## src/ula_pkg.sv

```systemverilog
// *************************************************************************
// Word layout and op codes shared by every ALU block
// Float word is sign, 8-bit two's-complement exponent, 23-bit mantissa
// The mantissa has no hidden bit
// *************************************************************************

`default_nettype none

package ula_pkg;

	localparam int NUBITS = 32;           // Data word
	localparam int NBMANT = 23;           // Mantissa field
	localparam int NBEXPO = 8;            // Exponent field
	localparam int OP_W   = 6;            // Op code

	// Op codes ************************************************************
	// Gaps in the numbering are codes that are not built

	localparam logic [OP_W-1:0] OP_NOP     = 6'd0;    // Pass in2
	localparam logic [OP_W-1:0] OP_LOD     = 6'd1;    // Pass in1
	localparam logic [OP_W-1:0] OP_ADD     = 6'd2;
	localparam logic [OP_W-1:0] OP_MLT     = 6'd4;    // Low half of product
	localparam logic [OP_W-1:0] OP_SGN     = 6'd9;
	localparam logic [OP_W-1:0] OP_F_SGN   = 6'd10;
	localparam logic [OP_W-1:0] OP_NEG     = 6'd11;
	localparam logic [OP_W-1:0] OP_NEG_M   = 6'd12;
	localparam logic [OP_W-1:0] OP_F_NEG   = 6'd13;
	localparam logic [OP_W-1:0] OP_F_NEG_M = 6'd14;
	localparam logic [OP_W-1:0] OP_ABS     = 6'd15;
	localparam logic [OP_W-1:0] OP_ABS_M   = 6'd16;
	localparam logic [OP_W-1:0] OP_F_ABS   = 6'd17;
	localparam logic [OP_W-1:0] OP_F_ABS_M = 6'd18;
	localparam logic [OP_W-1:0] OP_PST     = 6'd19;
	localparam logic [OP_W-1:0] OP_PST_M   = 6'd20;
	localparam logic [OP_W-1:0] OP_F_PST   = 6'd21;
	localparam logic [OP_W-1:0] OP_F_PST_M = 6'd22;
	localparam logic [OP_W-1:0] OP_AND     = 6'd29;
	localparam logic [OP_W-1:0] OP_ORR     = 6'd30;
	localparam logic [OP_W-1:0] OP_XOR     = 6'd31;
	localparam logic [OP_W-1:0] OP_INV     = 6'd32;
	localparam logic [OP_W-1:0] OP_INV_M   = 6'd33;
	localparam logic [OP_W-1:0] OP_LAN     = 6'd34;
	localparam logic [OP_W-1:0] OP_LOR     = 6'd35;
	localparam logic [OP_W-1:0] OP_LIN     = 6'd36;
	localparam logic [OP_W-1:0] OP_LIN_M   = 6'd37;
	localparam logic [OP_W-1:0] OP_LES     = 6'd38;
	localparam logic [OP_W-1:0] OP_GRE     = 6'd40;
	localparam logic [OP_W-1:0] OP_EQU     = 6'd42;
	localparam logic [OP_W-1:0] OP_SHL     = 6'd43;
	localparam logic [OP_W-1:0] OP_SHR     = 6'd44;
	localparam logic [OP_W-1:0] OP_SRS     = 6'd45;

	// One data word read as integer or as float
	typedef union packed {
		logic signed [NUBITS-1:0] i;              // Integer view
		struct packed {
			logic                     s;          // Sign, 1 is negative
			logic signed [NBEXPO-1:0] e;          // Exponent
			logic        [NBMANT-1:0] m;          // Mantissa
		} f;                                      // Float view
	} ula_word_u;

	// Float zero has the most negative exponent
	localparam ula_word_u FLT_ZERO = {1'b0, 1'b1, {(NBEXPO-1){1'b0}}, {NBMANT{1'b0}}};

endpackage

`default_nettype wire
```

## src/ula.sv

```systemverilog
// *************************************************************************
// ALU top, every operation has exactly one cycle of latency
// A new op may issue every cycle, there is no handshake or back-pressure
// *************************************************************************

`timescale 1ns/1ps
`default_nettype none

module ula (
	input  logic                     clk,
	input  logic                     reset,
	input  logic [ula_pkg::OP_W-1:0] op,
	input  ula_pkg::ula_word_u       in1,      // Memory operand
	input  ula_pkg::ula_word_u       in2,      // Accumulator operand
	output ula_pkg::ula_word_u       out
);

import ula_pkg::*;

// Unit results ************************************************************

logic [NUBITS-1:0] add;
logic [NUBITS-1:0] mlt;
logic [NUBITS-1:0] sgn;
logic [NUBITS-1:0] neg;
logic [NUBITS-1:0] negm;
logic [NUBITS-1:0] abs;
logic [NUBITS-1:0] absm;
logic [NUBITS-1:0] pst;
logic [NUBITS-1:0] pstm;

ula_word_u fsgn;                               // Float view results
ula_word_u fneg;
ula_word_u fnegm;
ula_word_u fabs;
ula_word_u fabsm;
ula_word_u fpst;
ula_word_u fpstm;

logic [NUBITS-1:0] ann;
logic [NUBITS-1:0] orr;
logic [NUBITS-1:0] cor;
logic [NUBITS-1:0] inv;
logic [NUBITS-1:0] invm;
logic [NUBITS-1:0] shl;
logic [NUBITS-1:0] shr;
logic [NUBITS-1:0] srs;

logic [NUBITS-1:0] lan;
logic [NUBITS-1:0] lor;
logic [NUBITS-1:0] lin;
logic [NUBITS-1:0] linm;
logic [NUBITS-1:0] les;
logic [NUBITS-1:0] gre;
logic [NUBITS-1:0] equ;

// Operation units *********************************************************

// Integer units see the integer view
ula_arith ula_arith_inst (
	.in1  (in1.i),
	.in2  (in2.i),
	.add  (add),
	.mlt  (mlt),
	.sgn  (sgn),
	.neg  (neg),
	.negm (negm),
	.abs  (abs),
	.absm (absm),
	.pst  (pst),
	.pstm (pstm)
);

ula_fsign ula_fsign_inst (
	.in1   (in1),
	.in2   (in2),
	.fsgn  (fsgn),
	.fneg  (fneg),
	.fnegm (fnegm),
	.fabs  (fabs),
	.fabsm (fabsm),
	.fpst  (fpst),
	.fpstm (fpstm)
);

ula_logic ula_logic_inst (
	.in1  (in1.i),
	.in2  (in2.i),
	.ann  (ann),
	.orr  (orr),
	.cor  (cor),
	.inv  (inv),
	.invm (invm),
	.shl  (shl),
	.shr  (shr),
	.srs  (srs)
);

ula_cond ula_cond_inst (
	.in1  (in1.i),
	.in2  (in2.i),
	.lan  (lan),
	.lor  (lor),
	.lin  (lin),
	.linm (linm),
	.les  (les),
	.gre  (gre),
	.equ  (equ)
);

// Select and register
ula_mux ula_mux_inst (
	.clk   (clk),
	.reset (reset),
	.op    (op),
	.in1   (in1),
	.in2   (in2),
	.add   (add),
	.mlt   (mlt),
	.sgn   (sgn),
	.neg   (neg),
	.negm  (negm),
	.abs   (abs),
	.absm  (absm),
	.pst   (pst),
	.pstm  (pstm),
	.fsgn  (fsgn),
	.fneg  (fneg),
	.fnegm (fnegm),
	.fabs  (fabs),
	.fabsm (fabsm),
	.fpst  (fpst),
	.fpstm (fpstm),
	.ann   (ann),
	.orr   (orr),
	.cor   (cor),
	.inv   (inv),
	.invm  (invm),
	.shl   (shl),
	.shr   (shr),
	.srs   (srs),
	.lan   (lan),
	.lor   (lor),
	.lin   (lin),
	.linm  (linm),
	.les   (les),
	.gre   (gre),
	.equ   (equ),
	.out   (out)
);

endmodule

`default_nettype wire

```

## src/ula_arith.sv

```systemverilog
// *************************************************************************
// Integer arithmetic on two's-complement words, purely combinational
// Results wrap to the word width and the most negative value negates to itself
// *************************************************************************

`timescale 1ns/1ps
`default_nettype none

module ula_arith (
	input  logic [ula_pkg::NUBITS-1:0] in1,    // Memory operand
	input  logic [ula_pkg::NUBITS-1:0] in2,    // Accumulator operand
	output logic [ula_pkg::NUBITS-1:0] add,
	output logic [ula_pkg::NUBITS-1:0] mlt,
	output logic [ula_pkg::NUBITS-1:0] sgn,
	output logic [ula_pkg::NUBITS-1:0] neg,
	output logic [ula_pkg::NUBITS-1:0] negm,
	output logic [ula_pkg::NUBITS-1:0] abs,
	output logic [ula_pkg::NUBITS-1:0] absm,
	output logic [ula_pkg::NUBITS-1:0] pst,
	output logic [ula_pkg::NUBITS-1:0] pstm
);

import ula_pkg::*;

// Magnitude of a signed word
function automatic logic [NUBITS-1:0] mag(input logic [NUBITS-1:0] x);
	return x[NUBITS-1] ? -x : x;
endfunction

// Negative words clamp to zero
function automatic logic [NUBITS-1:0] clamp_pos(input logic [NUBITS-1:0] x);
	return x[NUBITS-1] ? '0 : x;
endfunction

logic same_sign;                               // Operands agree in sign

assign same_sign = (in1[NUBITS-1] == in2[NUBITS-1]);

assign add  = in1 + in2;                       // Carry out dropped
assign mlt  = in1 * in2;                       // Low bits match signed product
assign sgn  = same_sign ? in2 : -in2;          // in2 takes the sign of in1

// Unary forms, plain on in2 and _M on in1
assign neg  = -in2;
assign negm = -in1;
assign abs  = mag(in2);
assign absm = mag(in1);
assign pst  = clamp_pos(in2);
assign pstm = clamp_pos(in1);

endmodule

`default_nettype wire

```

## src/ula_cond.sv

```systemverilog
// *************************************************************************
// Logical and compare operations, each result is the word 1 or the word 0
// Nonzero reads as true and compares are signed
// *************************************************************************

`timescale 1ns/1ps
`default_nettype none

module ula_cond (
	input  logic [ula_pkg::NUBITS-1:0] in1,    // Memory operand
	input  logic [ula_pkg::NUBITS-1:0] in2,    // Accumulator operand
	output logic [ula_pkg::NUBITS-1:0] lan,
	output logic [ula_pkg::NUBITS-1:0] lor,
	output logic [ula_pkg::NUBITS-1:0] lin,
	output logic [ula_pkg::NUBITS-1:0] linm,
	output logic [ula_pkg::NUBITS-1:0] les,
	output logic [ula_pkg::NUBITS-1:0] gre,
	output logic [ula_pkg::NUBITS-1:0] equ
);

import ula_pkg::*;

// Widen a flag to a full word
function automatic logic [NUBITS-1:0] flag(input logic c);
	return {{(NUBITS-1){1'b0}}, c};
endfunction

logic nz1;                                     // in1 is true
logic nz2;                                     // in2 is true

assign nz1 = |in1;
assign nz2 = |in2;

assign lan  = flag(nz1 && nz2);
assign lor  = flag(nz1 || nz2);
assign lin  = flag(!nz2);
assign linm = flag(!nz1);

// in1 against in2
assign les = flag($signed(in1) < $signed(in2));
assign gre = flag($signed(in1) > $signed(in2));
assign equ = flag(in1 == in2);

endmodule

`default_nettype wire

```

## src/ula_fsign.sv

```systemverilog
// *************************************************************************
// Float sign-field operations, purely combinational
// Exponent and mantissa pass unchanged, no rounding or normalizing here
// *************************************************************************

`timescale 1ns/1ps
`default_nettype none

module ula_fsign (
	input  ula_pkg::ula_word_u in1,            // Memory operand
	input  ula_pkg::ula_word_u in2,            // Accumulator operand
	output ula_pkg::ula_word_u fsgn,
	output ula_pkg::ula_word_u fneg,
	output ula_pkg::ula_word_u fnegm,
	output ula_pkg::ula_word_u fabs,
	output ula_pkg::ula_word_u fabsm,
	output ula_pkg::ula_word_u fpst,
	output ula_pkg::ula_word_u fpstm
);

import ula_pkg::*;

function automatic ula_word_u flip_sign(input ula_word_u x);
	ula_word_u r;
	r     = x;
	r.f.s = ~x.f.s;                            // Only the sign bit moves
	return r;
endfunction

function automatic ula_word_u clear_sign(input ula_word_u x);
	ula_word_u r;
	r     = x;
	r.f.s = 1'b0;
	return r;
endfunction

// Negative floats become the float zero word
function automatic ula_word_u zero_if_neg(input ula_word_u x);
	return x.f.s ? FLT_ZERO : x;
endfunction

// Sign from in1, exponent and mantissa from in2
always_comb begin
	fsgn.f.s = in1.f.s;
	fsgn.f.e = in2.f.e;
	fsgn.f.m = in2.f.m;
end

assign fneg  = flip_sign(in2);
assign fnegm = flip_sign(in1);
assign fabs  = clear_sign(in2);
assign fabsm = clear_sign(in1);
assign fpst  = zero_if_neg(in2);
assign fpstm = zero_if_neg(in1);

endmodule

`default_nettype wire

```

## src/ula_logic.sv

```systemverilog
// *************************************************************************
// Bitwise operations and shifts of in1 by in2, purely combinational
// The shift amount is all of in2 read unsigned, 32 or more empties the word
// *************************************************************************

`timescale 1ns/1ps
`default_nettype none

module ula_logic (
	input  logic [ula_pkg::NUBITS-1:0] in1,    // Memory operand, shifted word
	input  logic [ula_pkg::NUBITS-1:0] in2,    // Accumulator operand, amount
	output logic [ula_pkg::NUBITS-1:0] ann,
	output logic [ula_pkg::NUBITS-1:0] orr,
	output logic [ula_pkg::NUBITS-1:0] cor,
	output logic [ula_pkg::NUBITS-1:0] inv,
	output logic [ula_pkg::NUBITS-1:0] invm,
	output logic [ula_pkg::NUBITS-1:0] shl,
	output logic [ula_pkg::NUBITS-1:0] shr,
	output logic [ula_pkg::NUBITS-1:0] srs
);

import ula_pkg::*;

localparam int SH_W = $clog2(NUBITS);          // Bits that index a position

logic        [SH_W-1:0]   amt;                 // In-range part of amount
logic                     over;                // Amount past the word
logic signed [NUBITS-1:0] srs_raw;             // Arithmetic shift kept signed

assign amt  = in2[SH_W-1:0];
assign over = |in2[NUBITS-1:SH_W];

assign ann  = in1 & in2;
assign orr  = in1 | in2;
assign cor  = in1 ^ in2;
assign inv  = ~in2;
assign invm = ~in1;

assign srs_raw = $signed(in1) >>> amt;         // Own net so >>> stays arithmetic

assign shl = over ? '0 : (in1 << amt);
assign shr = over ? '0 : (in1 >> amt);
assign srs = over ? {NUBITS{in1[NUBITS-1]}} : srs_raw;   // Full sign fill

endmodule

`default_nettype wire

```

## src/ula_mux.sv

```systemverilog
// *************************************************************************
// Op decode, result select and the single output register
// Codes that are not built give zero, out clears on synchronous reset
// *************************************************************************

`timescale 1ns/1ps
`default_nettype none

module ula_mux (
	input  logic                       clk,
	input  logic                       reset,
	input  logic [ula_pkg::OP_W-1:0]   op,
	input  ula_pkg::ula_word_u         in1,
	input  ula_pkg::ula_word_u         in2,
	// Integer units
	input  logic [ula_pkg::NUBITS-1:0] add,
	input  logic [ula_pkg::NUBITS-1:0] mlt,
	input  logic [ula_pkg::NUBITS-1:0] sgn,
	input  logic [ula_pkg::NUBITS-1:0] neg,
	input  logic [ula_pkg::NUBITS-1:0] negm,
	input  logic [ula_pkg::NUBITS-1:0] abs,
	input  logic [ula_pkg::NUBITS-1:0] absm,
	input  logic [ula_pkg::NUBITS-1:0] pst,
	input  logic [ula_pkg::NUBITS-1:0] pstm,
	// Float sign unit
	input  ula_pkg::ula_word_u         fsgn,
	input  ula_pkg::ula_word_u         fneg,
	input  ula_pkg::ula_word_u         fnegm,
	input  ula_pkg::ula_word_u         fabs,
	input  ula_pkg::ula_word_u         fabsm,
	input  ula_pkg::ula_word_u         fpst,
	input  ula_pkg::ula_word_u         fpstm,
	// Bitwise and shift unit
	input  logic [ula_pkg::NUBITS-1:0] ann,
	input  logic [ula_pkg::NUBITS-1:0] orr,
	input  logic [ula_pkg::NUBITS-1:0] cor,
	input  logic [ula_pkg::NUBITS-1:0] inv,
	input  logic [ula_pkg::NUBITS-1:0] invm,
	input  logic [ula_pkg::NUBITS-1:0] shl,
	input  logic [ula_pkg::NUBITS-1:0] shr,
	input  logic [ula_pkg::NUBITS-1:0] srs,
	// Conditional unit
	input  logic [ula_pkg::NUBITS-1:0] lan,
	input  logic [ula_pkg::NUBITS-1:0] lor,
	input  logic [ula_pkg::NUBITS-1:0] lin,
	input  logic [ula_pkg::NUBITS-1:0] linm,
	input  logic [ula_pkg::NUBITS-1:0] les,
	input  logic [ula_pkg::NUBITS-1:0] gre,
	input  logic [ula_pkg::NUBITS-1:0] equ,
	output ula_pkg::ula_word_u         out       // One cycle after op
);

import ula_pkg::*;

ula_word_u sel;                                // Result picked this cycle

// Result select ***********************************************************

always_comb begin
	case (op)
		OP_NOP:     sel = in2;
		OP_LOD:     sel = in1;
		OP_ADD:     sel.i = add;
		OP_MLT:     sel.i = mlt;
		OP_SGN:     sel.i = sgn;
		OP_F_SGN:   sel = fsgn;
		OP_NEG:     sel.i = neg;
		OP_NEG_M:   sel.i = negm;
		OP_F_NEG:   sel = fneg;
		OP_F_NEG_M: sel = fnegm;
		OP_ABS:     sel.i = abs;
		OP_ABS_M:   sel.i = absm;
		OP_F_ABS:   sel = fabs;
		OP_F_ABS_M: sel = fabsm;
		OP_PST:     sel.i = pst;
		OP_PST_M:   sel.i = pstm;
		OP_F_PST:   sel = fpst;
		OP_F_PST_M: sel = fpstm;
		OP_AND:     sel.i = ann;
		OP_ORR:     sel.i = orr;
		OP_XOR:     sel.i = cor;
		OP_INV:     sel.i = inv;
		OP_INV_M:   sel.i = invm;
		OP_LAN:     sel.i = lan;
		OP_LOR:     sel.i = lor;
		OP_LIN:     sel.i = lin;
		OP_LIN_M:   sel.i = linm;
		OP_LES:     sel.i = les;
		OP_GRE:     sel.i = gre;
		OP_EQU:     sel.i = equ;
		OP_SHL:     sel.i = shl;
		OP_SHR:     sel.i = shr;
		OP_SRS:     sel.i = srs;
		default:    sel = '0;                  // Float math, divide and spare codes
	endcase
end

// Output register *********************************************************

always_ff @(posedge clk) begin
	if (reset) begin
		out <= '0;
	end else begin
		out <= sel;                            // Holds while inputs hold
	end
end

endmodule

`default_nettype wire

```

## config.mk

```make
export PLATFORM = sky130hd
export DESIGN_NAME = ula
export DESIGN_NICKNAME = d
export VERILOG_FILES = /design/src/ula_pkg.sv /design/src/ula.sv /design/src/ula_arith.sv /design/src/ula_cond.sv /design/src/ula_fsign.sv /design/src/ula_logic.sv /design/src/ula_mux.sv
export SDC_FILE = /design/constraint.sdc
export NUM_CORES = 2
export LEC_CHECK = 0
export BUFFER_PORTS_ARGS = -buffer_cell sky130_fd_sc_hd__buf_4
export CORE_ASPECT_RATIO = 1.75
export CORE_MARGIN = 2
export CORE_UTILIZATION = 60
export DETAILED_ROUTE_END_ITERATION = 8
export GPL_ROUTABILITY_DRIVEN = 0
export GPL_TIMING_DRIVEN = 0
export PLACE_DENSITY = 0.81
export SLEW_MARGIN = 20
export SYNTH_ARGS = -nofsm -noshare
export SYNTH_HDL_FRONTEND = slang
export SYNTH_SLANG_ARGS = --single-unit
```

## constraint.sdc

```tcl
create_clock -name clk -period 9.5 [get_ports clk]
set_clock_uncertainty 0.2 [all_clocks]
set_input_delay 1.425 -clock clk [delete_from_list [all_inputs] [get_ports clk]]
set_output_delay 1.425 -clock clk [all_outputs]
set_load 0.02 [all_outputs]
```

==> results.yml, run 1 <==
run_status:
  status: "stopped before the end"
  lastStage: "5_1_grt"
  error_message: "[ERROR GRT-0116] Global routing finished with congestion. Check the congestion regions in the DRC Viewer."
clock_tree:
  ctsHoldBuffers: 0
  htreeDepth: 2
  cts_made_buffers: 5
  clock-root-buffer: "clkbuf_16"
  max-clock-path-buffers: 2
  cts_sinks: 32
global_route:
  grt_max_degree: 29
  grt_pass1_wl_mm: 243
  grt_overflow_total: 609
  grt_usage_pct: 72.3
  grt_pass1_vias: 32900
floorplanning:
  start_util_pct: 60.5
  io_pins: 104
  fp.dieH_um: 281
  die_w_um: 162
  std_cell_rows: 101
logic_synthesis:
  seq_area_frac_synth_pct: 2.44
  avgSynthCellArea_um2: 7.70
  synthArstFlopShare_pct: 0
  syn_inst: 3408
  synth_edf_count: 0
  yosys_most_used_dff: "dfxtp_1"
  ys_warn_count: 0
  syn_nets: 4113
  syn_area_um2: 26200
  synth-seq-cells: 32
  synth_cell_types: 88
place:
  place_inst: 4076
  port_buffers: 100
  place_hpwl_mm: 106
## synth_stat cells, drive strengths merged, types with 35 or more instances
cell,n,area share [%]
mux2i,44,1.7
clkbuf,185,2.7
nor2,554,8.0
a31oi,38,0.91
inv,445,6.4
xnor2,97,3.2
o21ai,126,2.4
nor3,61,1.2
mux4,46,3.9
ha,224,11
nand2,339,4.8
nand3,37,0.72
a211oi,35,1.0
fa,409,31
a21oi,201,3.8
buf,67,1.1
## per-stage QoR
| step | worst slack [ns] | setup TNS, ns | hold WS (ns) | utilization, % | instance area [um^2] |
|---|---|---|---|---|---|
| CTS | 0.00958 | 0 | 1.58 | 64.9 | 28100 |
| detailed placement | -2.51 | -32.13 | 1.64 | 64.0 | 27800 |
| floorplan | 0.0676 | 0 | 1.53 | - | 26200 |
| global placement | -2.95 | -41.39 | 1.64 | 63.9 | 27700 |
## kinds of logic after synthesis
logic type,count (synthesis),share of synthesized area (%)
and+or+nand+nor,1153,19.0
buffers and inverters,712,10.4
AOI/OAI and AO/OA,640,15.5
adders and majority gates,634,41.9
xor gates and xnor gates,124,4.14
muxes,113,6.61
DFF,32,2.44
## routing by layer
metal | GRT usage, % | overflow
met1 | 72.1 | 9
met4 | 70.6 | 224
met3 | 57.4 | 13
met2 | 88.8 | 357
met5 | 25.4 | 6
## what timing repair did
action / in CTS
pin swaps: 1
setup buffers: 9
setup endpoints to repair: 23
resized for setup: 118
==> run 2: changes to the inputs <==
Settings changed: CORE_ASPECT_RATIO 1.75 to not set, CORE_UTILIZATION 60 to 40, PLACE_DENSITY 0.81 to not set, PLACE_DENSITY_LB_ADDON set to 0.15.
Clock period 9.5 ns to 12.35 ns, I/O delays scaled along.
==> results.yml, run 2 <==
routing:
  ant_nets: 0
  wire_per_inst_um: 32.1
  drt-total-wl_mm: 140
  drc: 165
  dr_wl_met3_mm: 22.1
  met1Wirelength_mm: 51.3
  viasPerCell: 6.47
  first_pass_iters: 9
  wl_met2_mm: 55.1
  dr_total_vias: 28300
  drtIter0Drc: 4986
  top_layer: "met5"
logic_synthesis:
  yosys-top-cells-area: "fa_1 (31%), ha_1 (11%), nor2_1 (7.9%)"
  avgSynthCellArea_um2: 7.70
  synth_edf_count: 0
  synthArstFlopShare_pct: 0
  syn_inst: 3408
  syn_area_um2: 26200
  ys_warn_count: 0
  netlist_top_cells_count: "nor2_1 (552), inv_1 (440), fa_1 (409), nand2_1 (339), ha_1 (224)"
  synth.largest_area_cell: "fa_1"
  yosysMostFrequentCell: "nor2_1"
  synth-seq-cells: 32
  yosys.area.top_type_share_pct: 31.2
  seq_area_frac_synth_pct: 2.44
  yosys_most_used_dff: "dfxtp_1"
  syn_nets: 4113
  synth_cell_types: 88
worst_setup_path:
  arrival_ns: 12.31
  cp-end-kind: "flop"
  critPathSlowestCell: "clkdlybuf4s15_1"
  crit_type: "input port to flop"
  slowest_delay_ns: 0.96
  worst_path_most_repeated_cell: "fa_1"
  cp_max_fo: 10
  required_ns: 12.36
  cp-start-kind: "input port"
sta:
  fmax_mhz: 81.3
  period_share_pct: 99.6
  worst_slack_ns: 0.0513
  slew_viol_final: 0
  final-setup-viol-count: 0
  relSlewSlack_pct: 11.4
  finalHoldViolations: 0
  post-route-min-period_ns: 12.30
  worst_pin_slew_ns: 1.32
  rsz0062_at_grt: "false"
clock_tree:
  path_clk_slew_ns: 0.07
  cts_tree: "yes"
  htreeDepth: 2
  clock-root-buffer: "clkbuf_16"
  post_cts_buffers: 0
  cts_made_buffers: 5
  max-clock-path-buffers: 2
  cts_sinks: 32
global_route:
  grt_pass1_vias: 27400
  grt_overflow_total: 0
  grt_usage_pct: 41.3
  grt_antenna_before_repair: 7
  grt_pass1_wl_mm: 198
  grt_max_degree: 13
worst_hold_path:
  hold_depth: 5
  min_path_type: "input port to flop"
run:
  drv_cap: 0
floorplanning:
  die_area_um2: 67700
  std_cell_rows: 93
  core_um2: 64700
  fp.dieH_um: 260
  die_w_um: 260
  start_util_pct: 40.6
  io_pins: 104
layout:
  drive_above_1_share_pct: 7.51
  nets: 4221
  area_delta_synth_final_pct: 7.74
  reg.largest.list: "ula_mux_inst.out x32"
  stdcell_area_um2: 28300
  largest-register: "ula_mux_inst.out"
  largest_register_ff_count: 32
  final_common_cell: "nor2_1"
  layout_common_cells: "nor2_1 (552), inv_1 (440), fa_1 (409)"
run_status:
  violations: "DRC"
  status: "complete, but fails checks"
place:
  placed_area_um2: 28100
  port_buffers: 100
  place_hpwl_mm: 110
  place_ws_ns: -0.215
[run 2: cell counts after synthesis]
No cell type changed its count.
[run 2: critical path: cells and delay by family]
family                   cells  cell delay [ns]
AND/OR/NAND/NOR              3             0.79
XOR/XNOR                     1             0.18
AO/OA/AOI/OAI                7             2.08
adder cells (fa/ha/maj)      9             3.93
buffers and inverters        9             3.46
[run 2: layer usage]
metal | vias to the layer above | track usage, %
met5 | - | 0.926
met4 | 8 | 26.0
met3 | 655 | 17.6
met2 | 2516 | 57.7
met1 | 13700 | 52.1
li1 | 11400 | -
[run 2: path summary, 6_finish.rpt]
| kind | from | to | slack, ns |
|---|---|---|---|
| worst max-delay path | in1[8] | ula_mux_inst.out[31] | 0.05 |
| worst min-delay path | in1[3] | ula_mux_inst.out[4] | 2.02 |
[run 2: kinds of logic after synthesis]
kind of cell / synth area share [%]
compound gates: 15.5
xor+xnor: 4.14
fa+ha+maj: 41.9
buf+inv: 10.4
flops: 2.44
mux: 6.61
simple gates: 19.0
[run 2: final cells by class]
cell class / count / area (um^2)
inverter: 460 / 1730
sequential: 32 / 641
tap: 855 / 1070
antenna: 4 / 10.0
timing repair buffer: 101 / 758
clock buffer: 5 / 125
multi-input combinational: 2664 / 22900
buffer: 252 / 1020
fill: 6839 / 36400
clock inverter: 3 / 23.8
[run 2: repair_timing]
action,CTS,global route
resized for setup,0,19
hold buffers,0,0
setup endpoints to repair,0,5
[run 2: per-stage QoR]
stage                     TNS (ns)  hold slack [ns]  cells  utilization (%)
after floorplan                  0             1.95   3408                -
after global placement       -2.22             2.06   4363             43.4
after detailed placement    -0.307             2.06   4364             43.4
after CTS                        0             1.97   4372             43.7
after global routing             0             2.02   4372             43.7
final                            0             2.02   4376             43.7
Power of run 2 is left out: the tool's default activity adds up to more than one toggle a clock period on the data nets, which glitch-free logic cannot reach.
